## config.mk

```make
export PLATFORM = sky130hd
export DESIGN_NAME = ntm_logistic_top
export DESIGN_NICKNAME = d
export VERILOG_FILES = /design/src/ntm_logistic_pkg.sv /design/src/ntm_logistic_ifs.sv /design/src/ntm_logistic_top.sv /design/src/ntm_modular_exponentiator.sv /design/src/ntm_modular_multiplier.sv /design/src/ntm_scalar_logistic_function.sv /design/src/ntm_vector_logistic_function.sv
export VERILOG_INCLUDE_DIRS = /design/src
export SDC_FILE = /design/constraint.sdc
export NUM_CORES = 1
export LEC_CHECK = 0
export ABC_AREA = 1
export BUFFER_PORTS_ARGS = -buffer_cell sky130_fd_sc_hd__buf_2
export CAP_MARGIN = 20
export CORE_ASPECT_RATIO = 0.75
export CORE_MARGIN = 2
export CORE_UTILIZATION = 58
export DETAILED_ROUTE_END_ITERATION = 10
export PLACE_DENSITY = 0.77
export SLEW_MARGIN = 40
export SYNTH_ARGS = -nofsm -noshare
export SYNTH_HDL_FRONTEND = slang
export SYNTH_SLANG_ARGS = --single-unit
```

## constraint.sdc

```tcl
create_clock -name CLK -period 13.7 [get_ports CLK]
set_input_delay 2.055 -clock CLK [delete_from_list [all_inputs] [get_ports CLK]]
set_output_delay 2.055 -clock CLK [all_outputs]
set_load 0.02 [all_outputs]
```

## src/ntm_logistic_macros.svh

```systemverilog
/*
 * NTM logistic unit parameters
 * Word widths and the fixed base of the modular exponential
 */

`ifndef NTM_LOGISTIC_MACROS_SVH
`define NTM_LOGISTIC_MACROS_SVH

// Width of every data word and modulus
`define NTM_DATA_SIZE 16

// Base G standing in for e
`define NTM_LOGISTIC_BASE 3

// Element counter and vector length width
`define NTM_INDEX_SIZE 8

`endif

```

## src/ntm_logistic_pkg.sv

```systemverilog
/*
 * NTM logistic package
 * FSM state encodings for the arithmetic blocks and controllers
 */

package ntm_logistic_pkg;

  // Shift-add multiplier
  typedef enum logic {
    MUL_IDLE,
    MUL_ACCUM
  } mul_state_t;

  // Square-and-multiply exponentiator
  typedef enum logic [1:0] {
    EXP_IDLE,
    EXP_SQUARE,
    EXP_MULTIPLY,
    EXP_DONE
  } exp_state_t;

  // Scalar logistic sequencer
  typedef enum logic [1:0] {
    LOG_IDLE,
    LOG_EXP_BASE,
    LOG_INVERT,
    LOG_PRODUCT
  } logistic_state_t;

  // Vector controller, three steps
  typedef enum logic [1:0] {
    VEC_STARTER,
    VEC_INPUT,
    VEC_ENDER
  } vector_state_t;

endpackage

```

## src/ntm_logistic_ifs.sv

```systemverilog
/*
 * NTM logistic interfaces
 * Start/ready request buses for arithmetic servers and the scalar unit
 */

`timescale 1ns/10ps
`include "ntm_logistic_macros.svh"

// Two-operand modular request
interface ntm_arith_if;
  logic                      start;
  logic                      ready;
  logic [`NTM_DATA_SIZE-1:0] operand_a;
  logic [`NTM_DATA_SIZE-1:0] operand_b;
  logic [`NTM_DATA_SIZE-1:0] modulo;
  logic [`NTM_DATA_SIZE-1:0] result;

  modport requester (output start, operand_a, operand_b, modulo, input ready, result);
  modport server (input start, operand_a, operand_b, modulo, output ready, result);
endinterface

// One element through the logistic
interface ntm_scalar_if;
  logic                      start;
  logic                      ready;
  logic [`NTM_DATA_SIZE-1:0] modulo;
  logic [`NTM_DATA_SIZE-1:0] data_in;
  logic [`NTM_DATA_SIZE-1:0] data_out;

  modport requester (output start, modulo, data_in, input ready, data_out);
  modport server (input start, modulo, data_in, output ready, data_out);
endinterface

```

## src/ntm_logistic_top.sv

```systemverilog
/*
 * NTM logistic top level
 * Vector controller joined to one scalar logistic unit
 */

`timescale 1ns/10ps
`include "ntm_logistic_macros.svh"

module ntm_logistic_top (
  input  logic                      CLK,
  input  logic                      RST,
  input  logic                      START,
  input  logic                      DATA_IN_ENABLE,
  input  logic [`NTM_DATA_SIZE-1:0]  MODULO_IN,
  input  logic [`NTM_DATA_SIZE-1:0]  DATA_IN,
  input  logic [`NTM_INDEX_SIZE-1:0] SIZE_IN,
  output logic                      READY,
  output logic                      DATA_OUT_ENABLE,
  output logic [`NTM_DATA_SIZE-1:0]  DATA_OUT
);

  // Controller to scalar unit
  ntm_scalar_if scalar_bus ();

  ////////////////////////////////////////
  // Vector controller

  ntm_vector_logistic_function i_vector (
    .CLK             (CLK),
    .RST             (RST),
    .START           (START),
    .DATA_IN_ENABLE  (DATA_IN_ENABLE),
    .MODULO_IN       (MODULO_IN),
    .DATA_IN         (DATA_IN),
    .SIZE_IN         (SIZE_IN),
    .READY           (READY),
    .DATA_OUT_ENABLE (DATA_OUT_ENABLE),
    .DATA_OUT        (DATA_OUT),
    .scalar          (scalar_bus)
  );

  ////////////////////////////////////////
  // Scalar logistic

  ntm_scalar_logistic_function i_scalar (
    .CLK    (CLK),
    .RST    (RST),
    .scalar (scalar_bus)
  );

endmodule

```

## src/ntm_modular_exponentiator.sv

```systemverilog
/*
 * NTM modular exponentiator
 * Left-to-right square-and-multiply, base^exp mod p
 */

`timescale 1ns/10ps
`include "ntm_logistic_macros.svh"

module ntm_modular_exponentiator (
  input logic         CLK,
  input logic         RST,
  ntm_arith_if.server arith
);
  import ntm_logistic_pkg::*;

  localparam int DW = `NTM_DATA_SIZE;
  localparam int CW = $clog2(DW + 1);

  exp_state_t    state_q;
  logic          pending_q;
  logic [CW-1:0] bits_q;
  logic [CW-1:0] top_bits;
  logic          step_done;
  logic [DW-1:0] acc_q;
  logic [DW-1:0] base_q;
  logic [DW-1:0] exp_q;
  logic [DW-1:0] mod_q;

  ntm_arith_if mul_if ();

  ntm_modular_multiplier i_mul (
    .CLK   (CLK),
    .RST   (RST),
    .arith (mul_if)
  );

  // Significant bits of the exponent
  always_comb begin
    top_bits = '0;
    for (int i = 0; i < DW; i++) begin
      if (arith.operand_b[i]) top_bits = CW'(i + 1);
    end
  end

  // Square or multiply of the current bit done
  assign step_done = mul_if.ready && (state_q == EXP_MULTIPLY || !exp_q[DW-1]);

  // Acc stays below p, base may not
  assign mul_if.operand_a = acc_q;
  assign mul_if.operand_b = (state_q == EXP_MULTIPLY) ? base_q : acc_q;
  assign mul_if.modulo    = mod_q;
  assign arith.result     = acc_q;

  always_ff @(posedge CLK) begin
    if (state_q == EXP_IDLE && arith.start) begin
      acc_q  <= DW'(1);
      base_q <= arith.operand_a;
      // Leading zeros shifted out
      exp_q  <= arith.operand_b << (CW'(DW) - top_bits);
      mod_q  <= arith.modulo;
    end else if (mul_if.ready) begin
      acc_q <= mul_if.result;
      if (step_done) exp_q <= exp_q << 1;
    end
  end

  ////////////////////////////////////////
  // Control

  always_ff @(posedge CLK or posedge RST) begin
    if (RST) begin
      state_q      <= EXP_IDLE;
      pending_q    <= 1'b0;
      bits_q       <= '0;
      mul_if.start <= 1'b0;
      arith.ready  <= 1'b0;
    end else begin
      mul_if.start <= 1'b0;
      arith.ready  <= 1'b0;
      case (state_q)
        EXP_IDLE: begin
          if (arith.start) begin
            pending_q <= 1'b0;
            bits_q    <= top_bits;
            // Zero exponent gives 1 directly
            state_q   <= (top_bits == '0) ? EXP_DONE : EXP_SQUARE;
          end
        end
        EXP_SQUARE, EXP_MULTIPLY: begin
          if (!pending_q) begin
            mul_if.start <= 1'b1;
            pending_q    <= 1'b1;
          end else if (mul_if.ready) begin
            pending_q <= 1'b0;
            if (!step_done) begin
              state_q <= EXP_MULTIPLY;
            end else begin
              bits_q  <= bits_q - CW'(1);
              state_q <= (bits_q == CW'(1)) ? EXP_DONE : EXP_SQUARE;
            end
          end
        end
        EXP_DONE: begin
          arith.ready <= 1'b1;
          state_q     <= EXP_IDLE;
        end
        default: state_q <= EXP_IDLE;
      endcase
    end
  end

  // Multiplier answers only what was asked
  a_mul_ready_pending: assert property (@(posedge CLK) disable iff (RST)
    mul_if.ready |-> pending_q);

endmodule

```

## src/ntm_modular_multiplier.sv

```systemverilog
/*
 * NTM modular multiplier
 * Interleaved shift-add product a * b mod p, one bit of b per cycle
 */

`timescale 1ns/10ps
`include "ntm_logistic_macros.svh"

module ntm_modular_multiplier (
  input logic         CLK,
  input logic         RST,
  ntm_arith_if.server arith
);
  import ntm_logistic_pkg::*;

  localparam int DW = `NTM_DATA_SIZE;
  localparam int CW = $clog2(DW);

  mul_state_t    state_q;
  logic [CW-1:0] bit_cnt_q;
  logic [DW-1:0] acc_q;
  logic [DW-1:0] a_q;
  logic [DW-1:0] b_q;
  logic [DW-1:0] mod_q;
  logic [DW:0]   dbl;
  logic [DW:0]   dbl_red;
  logic [DW:0]   sum;
  logic [DW:0]   sum_red;

  ////////////////////////////////////////
  // Datapath

  // Double, reduce, add a on a set bit, reduce again
  always_comb begin
    dbl     = {acc_q, 1'b0};
    dbl_red = (dbl >= {1'b0, mod_q}) ? dbl - {1'b0, mod_q} : dbl;
    sum     = dbl_red + (b_q[DW-1] ? {1'b0, a_q} : '0);
    sum_red = (sum >= {1'b0, mod_q}) ? sum - {1'b0, mod_q} : sum;
  end

  always_ff @(posedge CLK) begin
    if (state_q == MUL_IDLE && arith.start) begin
      a_q   <= arith.operand_a;
      b_q   <= arith.operand_b;
      mod_q <= arith.modulo;
      acc_q <= '0;
    end else if (state_q == MUL_ACCUM) begin
      acc_q <= sum_red[DW-1:0];
      // Next bit of b into the MSB
      b_q   <= {b_q[DW-2:0], 1'b0};
    end
  end

  assign arith.result = acc_q;

  ////////////////////////////////////////
  // Control, DW bits then ready

  always_ff @(posedge CLK or posedge RST) begin
    if (RST) begin
      state_q     <= MUL_IDLE;
      bit_cnt_q   <= '0;
      arith.ready <= 1'b0;
    end else begin
      arith.ready <= 1'b0;
      case (state_q)
        MUL_IDLE: begin
          if (arith.start) begin
            bit_cnt_q <= CW'(DW - 1);
            state_q   <= MUL_ACCUM;
          end
        end
        MUL_ACCUM: begin
          bit_cnt_q <= bit_cnt_q - CW'(1);
          // Last bit folded in this cycle
          if (bit_cnt_q == '0) begin
            arith.ready <= 1'b1;
            state_q     <= MUL_IDLE;
          end
        end
        default: state_q <= MUL_IDLE;
      endcase
    end
  end

  // Zero modulus from the requester
  a_mod_nonzero: assert property (@(posedge CLK) disable iff (RST)
    arith.start |-> arith.modulo != '0);

  // Fully reduced product
  a_result_reduced: assert property (@(posedge CLK) disable iff (RST)
    arith.ready |-> acc_q < mod_q);

endmodule

```

## src/ntm_scalar_logistic_function.sv

```systemverilog
/*
 * NTM scalar logistic
 * y = a * (a + 1)^(p-2) mod p with a = G^x mod p
 */

`timescale 1ns/10ps
`include "ntm_logistic_macros.svh"

module ntm_scalar_logistic_function (
  input logic          CLK,
  input logic          RST,
  ntm_scalar_if.server scalar
);
  import ntm_logistic_pkg::*;

  localparam int DW = `NTM_DATA_SIZE;
  localparam logic [DW-1:0] BASE = DW'(`NTM_LOGISTIC_BASE);

  logistic_state_t state_q;
  logic            pending_q;
  logic [DW-1:0]   x_q;
  logic [DW-1:0]   mod_q;
  logic [DW-1:0]   a_q;
  logic [DW-1:0]   inv_q;
  logic [DW-1:0]   y_q;
  logic [DW-1:0]   a_inc;
  logic [DW-1:0]   s_val;

  ntm_arith_if exp_if ();
  ntm_arith_if mul_if ();

  ntm_modular_exponentiator i_exp (
    .CLK   (CLK),
    .RST   (RST),
    .arith (exp_if)
  );

  ntm_modular_multiplier i_mul (
    .CLK   (CLK),
    .RST   (RST),
    .arith (mul_if)
  );

  ////////////////////////////////////////
  // Operand selection

  // s = (a + 1) mod p, a already below p
  assign a_inc = a_q + DW'(1);
  assign s_val = (a_inc == mod_q) ? '0 : a_inc;

  // G^x first, then Fermat inverse s^(p-2)
  assign exp_if.operand_a = (state_q == LOG_INVERT) ? s_val : BASE;
  assign exp_if.operand_b = (state_q == LOG_INVERT) ? mod_q - DW'(2) : x_q;
  assign exp_if.modulo    = mod_q;

  assign mul_if.operand_a = a_q;
  assign mul_if.operand_b = inv_q;
  assign mul_if.modulo    = mod_q;

  assign scalar.data_out = y_q;

  always_ff @(posedge CLK) begin
    if (state_q == LOG_IDLE && scalar.start) begin
      x_q   <= scalar.data_in;
      mod_q <= scalar.modulo;
    end
    if (state_q == LOG_EXP_BASE && exp_if.ready) a_q <= exp_if.result;
    if (state_q == LOG_INVERT && exp_if.ready) inv_q <= exp_if.result;
    if (mul_if.ready) y_q <= mul_if.result;
  end

  ////////////////////////////////////////
  // Sequencer, one request at a time

  always_ff @(posedge CLK or posedge RST) begin
    if (RST) begin
      state_q      <= LOG_IDLE;
      pending_q    <= 1'b0;
      exp_if.start <= 1'b0;
      mul_if.start <= 1'b0;
      scalar.ready <= 1'b0;
    end else begin
      exp_if.start <= 1'b0;
      mul_if.start <= 1'b0;
      scalar.ready <= 1'b0;
      case (state_q)
        LOG_IDLE: begin
          if (scalar.start) begin
            pending_q <= 1'b0;
            state_q   <= LOG_EXP_BASE;
          end
        end
        LOG_EXP_BASE, LOG_INVERT: begin
          if (!pending_q) begin
            exp_if.start <= 1'b1;
            pending_q    <= 1'b1;
          end else if (exp_if.ready) begin
            pending_q <= 1'b0;
            state_q   <= (state_q == LOG_EXP_BASE) ? LOG_INVERT : LOG_PRODUCT;
          end
        end
        LOG_PRODUCT: begin
          if (!pending_q) begin
            mul_if.start <= 1'b1;
            pending_q    <= 1'b1;
          end else if (mul_if.ready) begin
            // Result registered in the same edge
            pending_q    <= 1'b0;
            scalar.ready <= 1'b1;
            state_q      <= LOG_IDLE;
          end
        end
        default: state_q <= LOG_IDLE;
      endcase
    end
  end

endmodule

```

## src/ntm_vector_logistic_function.sv

```systemverilog
/*
 * NTM vector logistic controller
 * Feeds SIZE_IN elements one by one through the scalar unit
 */

`timescale 1ns/10ps
`include "ntm_logistic_macros.svh"

module ntm_vector_logistic_function (
  input  logic                      CLK,
  input  logic                      RST,
  input  logic                      START,
  input  logic                      DATA_IN_ENABLE,
  input  logic [`NTM_DATA_SIZE-1:0]  MODULO_IN,
  input  logic [`NTM_DATA_SIZE-1:0]  DATA_IN,
  input  logic [`NTM_INDEX_SIZE-1:0] SIZE_IN,
  output logic                      READY,
  output logic                      DATA_OUT_ENABLE,
  output logic [`NTM_DATA_SIZE-1:0]  DATA_OUT,
  ntm_scalar_if.requester           scalar
);
  import ntm_logistic_pkg::*;

  localparam int IW = `NTM_INDEX_SIZE;

  vector_state_t state_q;
  logic [IW-1:0] index_q;
  logic [IW-1:0] last_idx_q;

  ////////////////////////////////////////
  // Element latch

  always_ff @(posedge CLK) begin
    if (state_q == VEC_INPUT && DATA_IN_ENABLE) begin
      scalar.modulo  <= MODULO_IN;
      scalar.data_in <= DATA_IN;
    end
  end

  ////////////////////////////////////////
  // Three-step controller

  always_ff @(posedge CLK or posedge RST) begin
    if (RST) begin
      state_q         <= VEC_STARTER;
      index_q         <= '0;
      last_idx_q      <= '0;
      scalar.start    <= 1'b0;
      READY           <= 1'b0;
      DATA_OUT_ENABLE <= 1'b0;
      DATA_OUT        <= '0;
    end else begin
      scalar.start    <= 1'b0;
      READY           <= 1'b0;
      DATA_OUT_ENABLE <= 1'b0;
      case (state_q)
        VEC_STARTER: begin
          if (START) begin
            index_q    <= '0;
            last_idx_q <= SIZE_IN - IW'(1);
            state_q    <= VEC_INPUT;
          end
        end
        VEC_INPUT: begin
          // Every element gets its own scalar request
          if (DATA_IN_ENABLE) begin
            scalar.start <= 1'b1;
            state_q      <= VEC_ENDER;
          end
        end
        VEC_ENDER: begin
          if (scalar.ready) begin
            DATA_OUT        <= scalar.data_out;
            DATA_OUT_ENABLE <= 1'b1;
            if (index_q == last_idx_q) begin
              READY   <= 1'b1;
              state_q <= VEC_STARTER;
            end else begin
              index_q <= index_q + IW'(1);
              state_q <= VEC_INPUT;
            end
          end
        end
        default: state_q <= VEC_STARTER;
      endcase
    end
  end

  // A new vector only once the previous one is finished
  a_start_in_starter: assert property (@(posedge CLK) disable iff (RST)
    START |-> state_q == VEC_STARTER);

endmodule

```

==> results of run 1 <==
cell usage in the layout, fill, tap and decap left out, types with 6 or more instances in the layout:
cell type,instances
clkbuf_1,6
dfxtp_1,48
bufinv_16,6
xnor2_1,60
clkinv_1,6
clkinv_2,6
buf_4,7
inv_1,255
o21ai_1,8
nand4_1,20
nor3_1,19
o211ai_1,7
buf_2,61
edfxtp_1,256
a31oi_1,6
dfrtp_1,65
nand3_1,153
nand2_2,20
ha_1,118
nor4_1,6
o21ai_2,8
o21ai_0,138
nand2_1,581
fa_1,6
nor2_1,137
a21o_1,7
nor2_2,17
inv_2,7
clkbuf_16,39
or2_2,13
xor2_1,52
a21oi_1,146
metrics by stage:
step	utilization, %	setup WS [ns]	area (um2)	std cells	hold WS, ns
after floorplan	-	8.440	20400	2273	0.4003
after global placement	60.76	7.214	21080	2750	0.4019
after detailed placement	60.79	7.162	21090	2750	0.4045
after CTS	64.52	7.072	22390	2817	0.4154
after global routing	64.53	6.266	22390	2817	0.4221
final	64.53	6.993	22390	2817	0.4145
worst max-delay path by stage:
| stage | slack (ns) | start | depth (start not counted) | endpoint |
|---|---|---|---|---|
| finish | 6.99 | i_scalar.i_mul.mod_q[2]$_DFFE_PP_ | 33 | i_scalar.i_mul.arith.result[6]$_SDFFE_PP0P_ |
| global route | 6.27 | i_scalar.i_mul.mod_q[2]$_DFFE_PP_ | 33 | i_scalar.i_mul.arith.result[15]$_SDFFE_PP0P_ |
| CTS | 7.07 | i_scalar.i_mul.mod_q[2]$_DFFE_PP_ | 33 | i_scalar.i_mul.arith.result[15]$_SDFFE_PP0P_ |
| detailed placement | 7.16 | i_scalar.i_mul.mod_q[2]$_DFFE_PP_ | 33 | i_scalar.i_mul.arith.result[15]$_SDFFE_PP0P_ |
| global placement | 7.21 | i_scalar.i_mul.mod_q[2]$_DFFE_PP_ | 33 | i_scalar.i_mul.arith.result[15]$_SDFFE_PP0P_ |
| floorplan | 8.44 | i_scalar.i_mul.mod_q[2]$_DFFE_PP_ | 36 | i_scalar.i_mul.arith.result[13]$_SDFFE_PP0P_ |
Yosys cell counts (6+ instances only):
master	number	share of area, %
fa_1	6	0.59
xor2_1	52	2.2
a21oi_1	146	3.6
clkbuf_1	32	0.59
nor4_1	6	0.18
a31oi_1	6	0.18
or2_2	13	0.40
dfrtp_1	65	8.0
nor3_1	19	0.47
o21ai_2	8	0.34
nor2_2	17	0.52
nand2_2	19	0.58
edfxtp_1	256	38
nand3_1	154	3.8
inv_1	258	4.7
nand4_1	20	0.61
nand2_1	582	11
o21ai_1	8	0.20
xnor2_1	60	2.6
o211ai_1	7	0.26
buf_6	6	0.33
dfxtp_1	48	4.7
a21o_1	7	0.26
ha_1	118	7.2
nor2_1	137	2.5
o21ai_0	138	3.4
cell families (layout without fill, tap and decap cells):
logic type | after synthesis | count (layout) | share of synthesized area (%)
DFF | 369 | 369 | 50.36
AOI/OAI and AO/OA | 360 | 360 | 9.775
xor gates and xnor gates | 113 | 113 | 4.887
buffers and inverters | 317 | 404 | 6.224
adders and majority gates | 124 | 124 | 7.825
and+or+nand+nor | 990 | 990 | 20.93
area by class of cell:
| cell class | count | area (um2) |
|---|---|---|
| inverters | 268 | 1013 |
| well taps | 457 | 571.8 |
| fillers | 2809 | 12310 |
| clock inverters | 22 | 294.0 |
| repair buffers | 69 | 369.1 |
| clock buffers | 45 | 998.5 |
| multi-input cells | 1587 | 8866 |
| flip-flops and latches | 369 | 10270 |
layer usage:
metal  routed length (um)  track usage (%)  share of wire (%)
met1                22350            39.59                 46
met2                21070            40.59                 43
met3                 4352            6.521                8.9
met4                 1217            7.855                2.5
met5                   87            1.200               0.18
==> metrics.md, run 1 <==
| Metric | Value |
|---|---|
| Final setup violating endpoints | `0` |
| H-tree levels | `2` |
| Routability cong. | `1.011` |
| Largest net degree at the start of global routing | `66` |
| CP max FO | `28` |
| Worst Hold Launch | `i_vector.scalar.data_in[4]$_DFFE_PP_` |
| Initial Util | `58.81%` |
| Synth Net Count | `2441` |
| Avg Cell Area, Syn | `8.976 um2` |
| Die Wd | `220.6 um` |
| Detailed placer's ending HPWL | `36260 um` |
| IO Count | `62` |
| TNS Setup | `0 ns` |
| Final Hold Violating Endpoints | `0` |
| Antenna fix cells | `0` |
| Reg2Reg Depth | `33` |
| Crit path max-delay family | `compound AO/OA/AOI/OAI gates` |
| CP most frequent cell | `nand2_1` |
| Initial drt markers | `1568` |
| Num rows | `59` |
| Post-synthesis sequential area ratio | `50.36%` |
| IO Port Bufs | `61` |
| Vias per inst | `5.627` |
| Ys async rst share | `17.62%` |
| GRT Total Usage | `27.20%` |
| Post-Syn Instances | `2273` |
| Skew final | `0.01767 ns` |
| Share of cells above drive strength 1 | `9.237%` |
| Critical path's slowest cell | `inv_1` |
| Flop-to-flop setup slack | `6.99 ns` |
| Max Fclk | `149.1 MHz` |
| CP peak stage delay | `0.53 ns` |
| #FFs+latches synth | `369` |
| First-pass GRT wire length | `78200 um` |
| Via count | `15851` |
| Nets | `2500` |
| PostCTS Resize Cnt | `0` |
| Reg2reg start | `i_scalar.i_mul.mod_q[2]$_DFFE_PP_` |
| DRC errors left | `0` |
| Mapped Area | `20400 um2` |
| Area of the die | `36710 um2` |
| Clock sinks | `369` |
| Root Driver | `clkbuf_16` |
| Startpoint Class | `flop` |
| CTS buffer count | `37` |
| Final wirelength | `49090 um` |
| Clock Tree Buf Depth | `3` |
| RSZ-0062 raised after global routing | `false` |
| Synth unique cells | `62` |
| Min Tclk post-route | `6.707 ns` |
| CTS tree | `built` |
| Main synth FF type | `edfxtp_1` |
| Number of synthesized flops with an enable pin | `256` |
| Vias in the first global route | `15173` |
| Post-CTS setup repair buffer count | `0` |
| Initial antenna violation count | `2` |
| WP buf/inv | `4` |
| Yosys warns | `0` |
| FF-to-FF End | `i_scalar.i_mul.arith.result[6]$_SDFFE_PP0P_` |
| Max-cap violations | `0` |
| Status | `finished, final reports clean` |
| Crit end category | `flop` |
| Hold path depth | `0` |
| CP Data Required Time | `14.15 ns` |
| Detail Route Antenna Nets | `0` |
| Core area | `34700 um2` |
| Clk slew on worst S/H paths | `0.06 ns` |
| DRT Pass-1 Iters | `6` |
| Synth-to-Final Area Change | `9.726%` |
| Aggregate global routing overflow | `0` |
| Crit Path Class | `flop to flop` |
| Final Max Slew Viols | `0` |
| Later-pin clock latency in the skew report | `0.54 ns` |
| CTS Hold Bufs | `0` |
| Routed len/inst | `17.42 um` |
| Hold crit path type | `flop to flop` |
| Chip height | `166.4 um` |
| Slew margin rel. | `48.12%` |
| Hold Crit Endpoint | `i_scalar.x_q[4]$_DFFE_PP_` |
| Slew of the pin with the lowest slew margin | `0.7773 ns` |
| Tcrit/Tclk final | `48.96%` |
| CP Data Arrival Time | `7.16 ns` |
Power of run 1 is left out: the tool's default activity adds up to more than one toggle a clock period on the data nets, which glitch-free logic cannot reach.
==> inputs of run 2 (changes only) <==
==> constraint.sdc (replaced) <==
create_clock -name CLK -period 6.7 [get_ports CLK]
set_input_delay 1.005 -clock CLK [delete_from_list [all_inputs] [get_ports CLK]]
set_output_delay 1.005 -clock CLK [all_outputs]
set_load 0.02 [all_outputs]
==> metrics.md, run 2 (synthesis gave the netlist of run 1 again) <==
| Metric | Value |
|---|---|
| Hold crit path type | `flop to flop` |
| Later-pin clock latency in the skew report | `0.54 ns (about the same)` |
| RSZ-0062 raised after global routing | `false` |
| WP buf/inv | `5 (+1)` |
| GRT Total Usage | `26.88% (-0.32 points)` |
| IO Count | `62 (unchanged)` |
| Synth-to-Final Area Change | `9.149%` |
| DRT Pass-1 Iters | `6 (unchanged)` |
| Routed len/inst | `17.20 um (-1.3%)` |
| Clock sinks | `369 (unchanged)` |
| Crit Path Class | `flop to flop` |
| Slew of the pin with the lowest slew margin | `0.8172 ns (+0.03991 ns)` |
| Share of cells above drive strength 1 | `9.025% (-0.21 points)` |
| Final wirelength | `48450 um (-1.3%)` |
| Area of the die | `36710 um2 (unchanged)` |
| Nets | `2502 (+0.080%)` |
| Commonest non-fill, non-tap cells in the layout | `nand2_1 (581), edfxtp_1 (256), inv_1 (255), nand3_1 (154), a21oi_1 (146)` |
| CP peak stage delay | `0.38 ns (-0.15 ns)` |
| CP Data Arrival Time | `6.57 ns (-0.59 ns)` |
| Via count | `15876 (+0.16%)` |
| Final Max Slew Viols | `0 (unchanged)` |
| Final setup violating endpoints | `0 (unchanged)` |
| Crit path max-delay family | `compound AO/OA/AOI/OAI gates` |
| Root Driver | `clkbuf_16` |
| # fillers | `2872 (+2.2%)` |
| Flop-to-flop setup slack | `0.59 ns (-6.41 ns)` |
| First-pass GRT wire length | `77760 um (-0.56%)` |
| Detail Route Antenna Nets | `0 (unchanged)` |
| TNS Setup | `0 ns (unchanged)` |
| Core area | `34700 um2 (unchanged)` |
| Startpoint Class | `flop` |
| Vias per inst | `5.636 (+0.16%)` |
| Critical path's slowest cell | `a211oi_4` |
| Largest net degree at the start of global routing | `66 (unchanged)` |
| CTS tree | `built` |
| Min Tclk post-route | `6.115 ns (-0.5924 ns)` |
| Aggregate global routing overflow | `0 (unchanged)` |
| CP max FO | `28 (unchanged)` |
| CP startpoint | `i_scalar.i_mul.mod_q[4]$_DFFE_PP_` |
| Vias in the first global route | `14832 (-2.2%)` |
| Chip height | `166.4 um (unchanged)` |
| Skew final | `0.02317 ns (+0.005501 ns)` |
| Reg2reg start | `i_scalar.i_mul.mod_q[4]$_DFFE_PP_` |
| Slew margin rel. | `45.46% (-2.7 points)` |
| CTS buffer count | `36 (-2.7%)` |
| H-tree levels | `2 (unchanged)` |
| Max Fclk | `163.5 MHz (+9.7%)` |
| Clk slew on worst S/H paths | `0.06 ns (about the same)` |
| CP Data Required Time | `7.15 ns (-7.00 ns)` |
| Most common cell after layout, fill and taps aside | `nand2_1` |
| Num rows | `59 (unchanged)` |
| Detailed placer's ending HPWL | `35990 um (-0.74%)` |
| Worst Hold Launch | `i_vector.scalar.data_in[7]$_DFFE_PP_` |
| Die Wd | `220.6 um (unchanged)` |
| Final Hold Violating Endpoints | `0 (unchanged)` |
| Antenna fix cells | `0 (unchanged)` |
| Crit end category | `flop` |
| Clock Tree Buf Depth | `3 (unchanged)` |
| DRC errors left | `0 (unchanged)` |
| CP most frequent cell | `nand2_1` |
| Initial drt markers | `1666 (+6.3%)` |
| IO Port Bufs | `61 (unchanged)` |
| Routability cong. | `0.9934 (-1.7%)` |
| Initial antenna violation count | `2 (unchanged)` |
| Status | `finished, final reports clean` |
| Initial Util | `58.81% (unchanged)` |
| Tcrit/Tclk final | `91.26% (+42 points)` |
| Max-cap violations | `0 (unchanged)` |
[run 2: changes by cell type in the layout (fill, tap and decap cells not counted), moves of 2 or more]
cell | previous run | this run
bufinv_16 | 6 | 3
clkbuf_8 | 0 | 2
clkinvlp_4 | 3 | 0
clkbuf_1 | 6 | 10
buf_4 | 7 | 10
inv_6 | 0 | 2
clkbuf_16 | 39 | 36
[run 2: path summary, 6_finish.rpt]
kind | depth (start not counted) | to
worst max-delay path | 36 | i_scalar.i_mul.arith.result[4]$_SDFFE_PP0P_
worst min-delay path | 0 | i_scalar.x_q[7]$_DFFE_PP_
worst max register to register | 36 | i_scalar.i_mul.arith.result[4]$_SDFFE_PP0P_
worst min register to register | 0 | i_scalar.x_q[7]$_DFFE_PP_
max in group asynchronous | 3 | i_scalar.i_exp.arith.ready$_DFF_PP0_
min in group asynchronous | 3 | i_vector.DATA_OUT[15]$_DFFE_PP0P_
[run 2: layout make-up]
class                   instances  area, um2  share of cell area [%]
flip-flops and latches        369      10270                   46.14
well taps                     457      571.8                   2.568
inverters                     268       1013                   4.551
clock inverters                16      178.9                  0.8034
multi-input cells            1587       8874                   39.84
clock buffers                  48      965.9                   4.337
repair buffers                 72      391.6                   1.759
[run 2: what timing repair did]
item                       in CTS  in global routing
setup endpoints to repair       0                 15
gates resized for setup         0                  2
hold buffers                    0                  0
buffers inserted                0                  0
[run 2: metrics by stage]
stage | hold slack [ns] | instance area [um2] | cells | worst slack [ns] | utilization, %
2_1_floorplan | 0.4003 | 20400 | 2273 | 1.440 | -
3_3_place_gp | 0.4014 | 21100 | 2753 | 0.7828 | 60.83
3_5_place_dp | 0.4045 | 21110 | 2753 | 0.5302 | 60.84
4_1_cts | 0.4165 | 22260 | 2817 | 0.4757 | 64.14
5_1_grt | 0.4211 | 22270 | 2817 | 0.07837 | 64.19
6_report | 0.4172 | 22270 | 2817 | 0.5854 | 64.19
[run 2: worst reg2reg max path: cells and delay by family, from the launching register on]
| family | cells | cell delay, ns |
|---|---|---|
| and+or+nand+nor | 16 | 1.84 |
| adders and majority gates | 3 | 1.06 |
| buffers and inverters | 5 | 0.46 |
| AOI/OAI and AO/OA | 11 | 2.18 |
| DFF | 1 | 0.33 |
| xor gates and xnor gates | 1 | 0.18 |
[run 2: layer usage]
| metal | vias to the layer above | wire length [um] | track usage (%) |
|---|---|---|---|
| met4 | 0 | 1022 | 6.406 |
| met3 | 93 | 5050 | 6.612 |
| met5 | - | 0 | 0 |
| met1 | 7435 | 21920 | 40.14 |
| met2 | 622 | 20460 | 39.59 |
| li1 | 7726 | - | - |
Power of run 2 is left out for the same reason.
==> inputs of run 3 (changes only) <==
--- a/config.mk
+++ b/config.mk
@@ -7,13 +7,14 @@
 export NUM_CORES = 1
 export LEC_CHECK = 0
 export ABC_AREA = 1
-export BUFFER_PORTS_ARGS = -buffer_cell sky130_fd_sc_hd__buf_2
+export BUFFER_PORTS_ARGS = -buffer_cell sky130_fd_sc_hd__buf_4
 export CAP_MARGIN = 20
 export CORE_ASPECT_RATIO = 0.75
 export CORE_MARGIN = 2
 export CORE_UTILIZATION = 58
+export CTS_BUF_LIST = sky130_fd_sc_hd__clkbuf_8
 export DETAILED_ROUTE_END_ITERATION = 10
-export PLACE_DENSITY = 0.77
+export PLACE_DENSITY = 0.8
 export SLEW_MARGIN = 40
 export SYNTH_ARGS = -nofsm -noshare
 export SYNTH_HDL_FRONTEND = slang
==> constraint.sdc (replaced) <==
create_clock -name CLK -period 5.5 [get_ports CLK]
set_input_delay 0.825 -clock CLK [delete_from_list [all_inputs] [get_ports CLK]]
set_output_delay 0.825 -clock CLK [all_outputs]
set_load 0.02 [all_outputs]
==> metrics.md, run 3 (synthesis gave the netlist of run 1 again) <==
| Metric | Value |
|---|---|
| Critical path's slowest cell | `edfxtp_1` |
| CP most frequent cell | `nand2_1` |
| CTS tree | `built` |
| First-pass GRT wire length | `80610 um (+3.7%)` |
| CP Data Arrival Time | `5.80 ns (-0.77 ns)` |
| Core area | `34700 um2 (unchanged)` |
| IO Count | `62 (unchanged)` |
| Skew final | `0.02946 ns (+0.006290 ns)` |
| GR Util met2 | `40.86% (+1.3 points)` |
| Max Fclk | `187.6 MHz (+15%)` |
| Initial Util | `58.81% (unchanged)` |
| Largest net degree at the start of global routing | `66 (unchanged)` |
| Vias per inst | `5.601 (-0.62%)` |
| IO Port Bufs | `61 (unchanged)` |
| Crit Path Class | `flop to flop` |
| CP peak stage delay | `0.35 ns (-0.03 ns)` |
| Clk slew on worst S/H paths | `0.07 ns (about the same)` |
| Final Hold Violating Endpoints | `0 (unchanged)` |
| Slew of the pin with the lowest slew margin | `0.8184 ns (+0.001156 ns)` |
| Reg2reg start | `i_scalar.i_mul.mod_q[3]$_DFFE_PP_` |
| Crit end category | `flop` |
| Root Driver | `clkbuf_8` |
| TNS Setup | `0 ns (unchanged)` |
| Tcrit/Tclk final | `96.93% (+5.7 points)` |
| CTS buffer count | `55 (+53%)` |
| Chip height | `166.4 um (unchanged)` |
| Min Tclk post-route | `5.331 ns (-0.7835 ns)` |
| DRT Pass-1 Iters | `8 (+2)` |
| Detail Route Antenna Nets | `0 (unchanged)` |
| GR Util met3 | `5.224% (-1.4 points)` |
| Synth-to-Final Area Change | `17.51%` |
| Final Max Slew Viols | `0 (unchanged)` |
| Max-cap violations | `0 (unchanged)` |
| Commonest non-fill, non-tap cells in the layout | `nand2_1 (576), inv_1 (262), edfxtp_1 (256), buf_4 (174), nand3_1 (147)` |
| Final setup violating endpoints | `0 (unchanged)` |
| CP max FO | `8 (-71%)` |
| DRC errors left | `0 (unchanged)` |
| Die Wd | `220.6 um (unchanged)` |
| Num rows | `59 (unchanged)` |
| GRT met1 Usage | `43.58% (+3.4 points)` |
| # fillers | `2615 (-8.9%)` |
| Routability cong. | `0.9693 (-2.4%)` |
| Hold crit path type | `primary input to async pin` |
| GRT Total Usage | `27.99% (+1.1 points)` |
| Routed len/inst | `17.49 um (+1.7%)` |
| Busiest grt layer | `met1` |
| CP startpoint | `i_scalar.i_mul.mod_q[3]$_DFFE_PP_` |
| H-tree levels | `2 (unchanged)` |
| Startpoint Class | `flop` |
| Initial antenna violation count | `0 (-2)` |
| Vias in the first global route | `15421 (+4.0%)` |
| Via count | `16629 (+4.7%)` |
| Clock sinks | `369 (unchanged)` |
| Final wirelength | `51910 um (+7.1%)` |
| Status | `finished, final reports clean` |
| Initial drt markers | `1930 (+16%)` |
| Slew margin rel. | `45.38% (-0.076 points)` |
| Share of cells above drive strength 1 | `17.44% (+8.4 points)` |
| Clock Tree Buf Depth | `3 (unchanged)` |
| CP Data Required Time | `5.97 ns (-1.18 ns)` |
| CTS Hold Bufs | `0 (unchanged)` |
| Antenna fix cells | `0 (unchanged)` |
| Later-pin clock latency in the skew report | `0.63 ns (+0.09 ns)` |
| Aggregate global routing overflow | `0 (unchanged)` |
| Nets | `2633 (+5.2%)` |
| Detailed placer's ending HPWL | `37660 um (+4.6%)` |
| Area of the die | `36710 um2 (unchanged)` |
| Most common cell after layout, fill and taps aside | `nand2_1` |
| RSZ-0062 raised after global routing | `true` |
==> run 3: final timing paths <==
check,cells past startpoint,slack [ns],end
hold / removal,3,0.36,i_vector.last_idx_q[6]$_DFFE_PP0P_
setup reg to reg,35,0.17,i_scalar.i_mul.arith.result[0]$_SDFFE_PP0P_
max in group asynchronous,3,4.64,i_scalar.i_mul.arith.ready$_DFF_PP0_
hold reg to reg,0,0.41,i_scalar.x_q[0]$_DFFE_PP_
min in group CLK,1,0.37,i_vector.scalar.modulo[14]$_DFFE_PP_
setup / recovery,35,0.17,i_scalar.i_mul.arith.result[0]$_SDFFE_PP0P_
==> run 3: layout make-up <==
cell class	count	area, um2	share of cell area [%]
clock inverters	40	394.1	1.644
multi-input cells	1587	9360	39.04
repair buffers	183	1466	6.116
repair inverters	1	7.507	0.03131
clock buffers	64	880.8	3.674
well taps	457	571.8	2.385
flip-flops and latches	369	10280	42.86
inverters	268	1018	4.248
==> run 3: timing repair <==
| item | in CTS | in global routing |
|---|---|---|
| pin swaps | 5 | 42 |
| gates resized for setup | 12 | 127 |
| cloned | 0 | 4 |
| hold endpoints to repair | 0 | 0 |
| buffers inserted | 3 | 20 |
| endpoints found under the setup margin | 16 | 32 |
==> run 3: per-layer routing <==
metal  share of wire [%]  up-vias  wire length, um
li1                    -     7998                -
met1                  45     7800            23600
met2                  43      755            22370
met3                 9.7       76             5023
met4                 1.8        0              925
met5                   0        -                0
==> run 3: metrics by stage <==
stage | std cells | util [%] | hold WS [ns] | cell area, um2 | worst slack [ns]
4_1_cts | 2947 | 67.07 | 0.3347 | 23270 | 0.006016
3_5_place_dp | 2840 | 63.21 | 0.4045 | 21930 | -0.1671
5_1_grt | 2969 | 69.10 | 0.3448 | 23980 | -0.1051
6_report | 2969 | 69.10 | 0.3568 | 23980 | 0.1688
3_3_place_gp | 2840 | 63.18 | 0.4012 | 21920 | 0.06984
2_1_floorplan | 2273 | - | 0.4003 | 20400 | 0.2396
==> run 3: critical path, delay by kind of cell, from the launching register on <==
family	cells	cell delay (ns)
AO/OA/AOI/OAI	11	1.75
XOR/XNOR	1	0.21
adder cells (fa/ha/maj)	3	0.84
buffers and inverters	5	0.47
flip-flops	1	0.35
AND/OR/NAND/NOR	15	1.55
Power of run 3 is left out for the same reason.
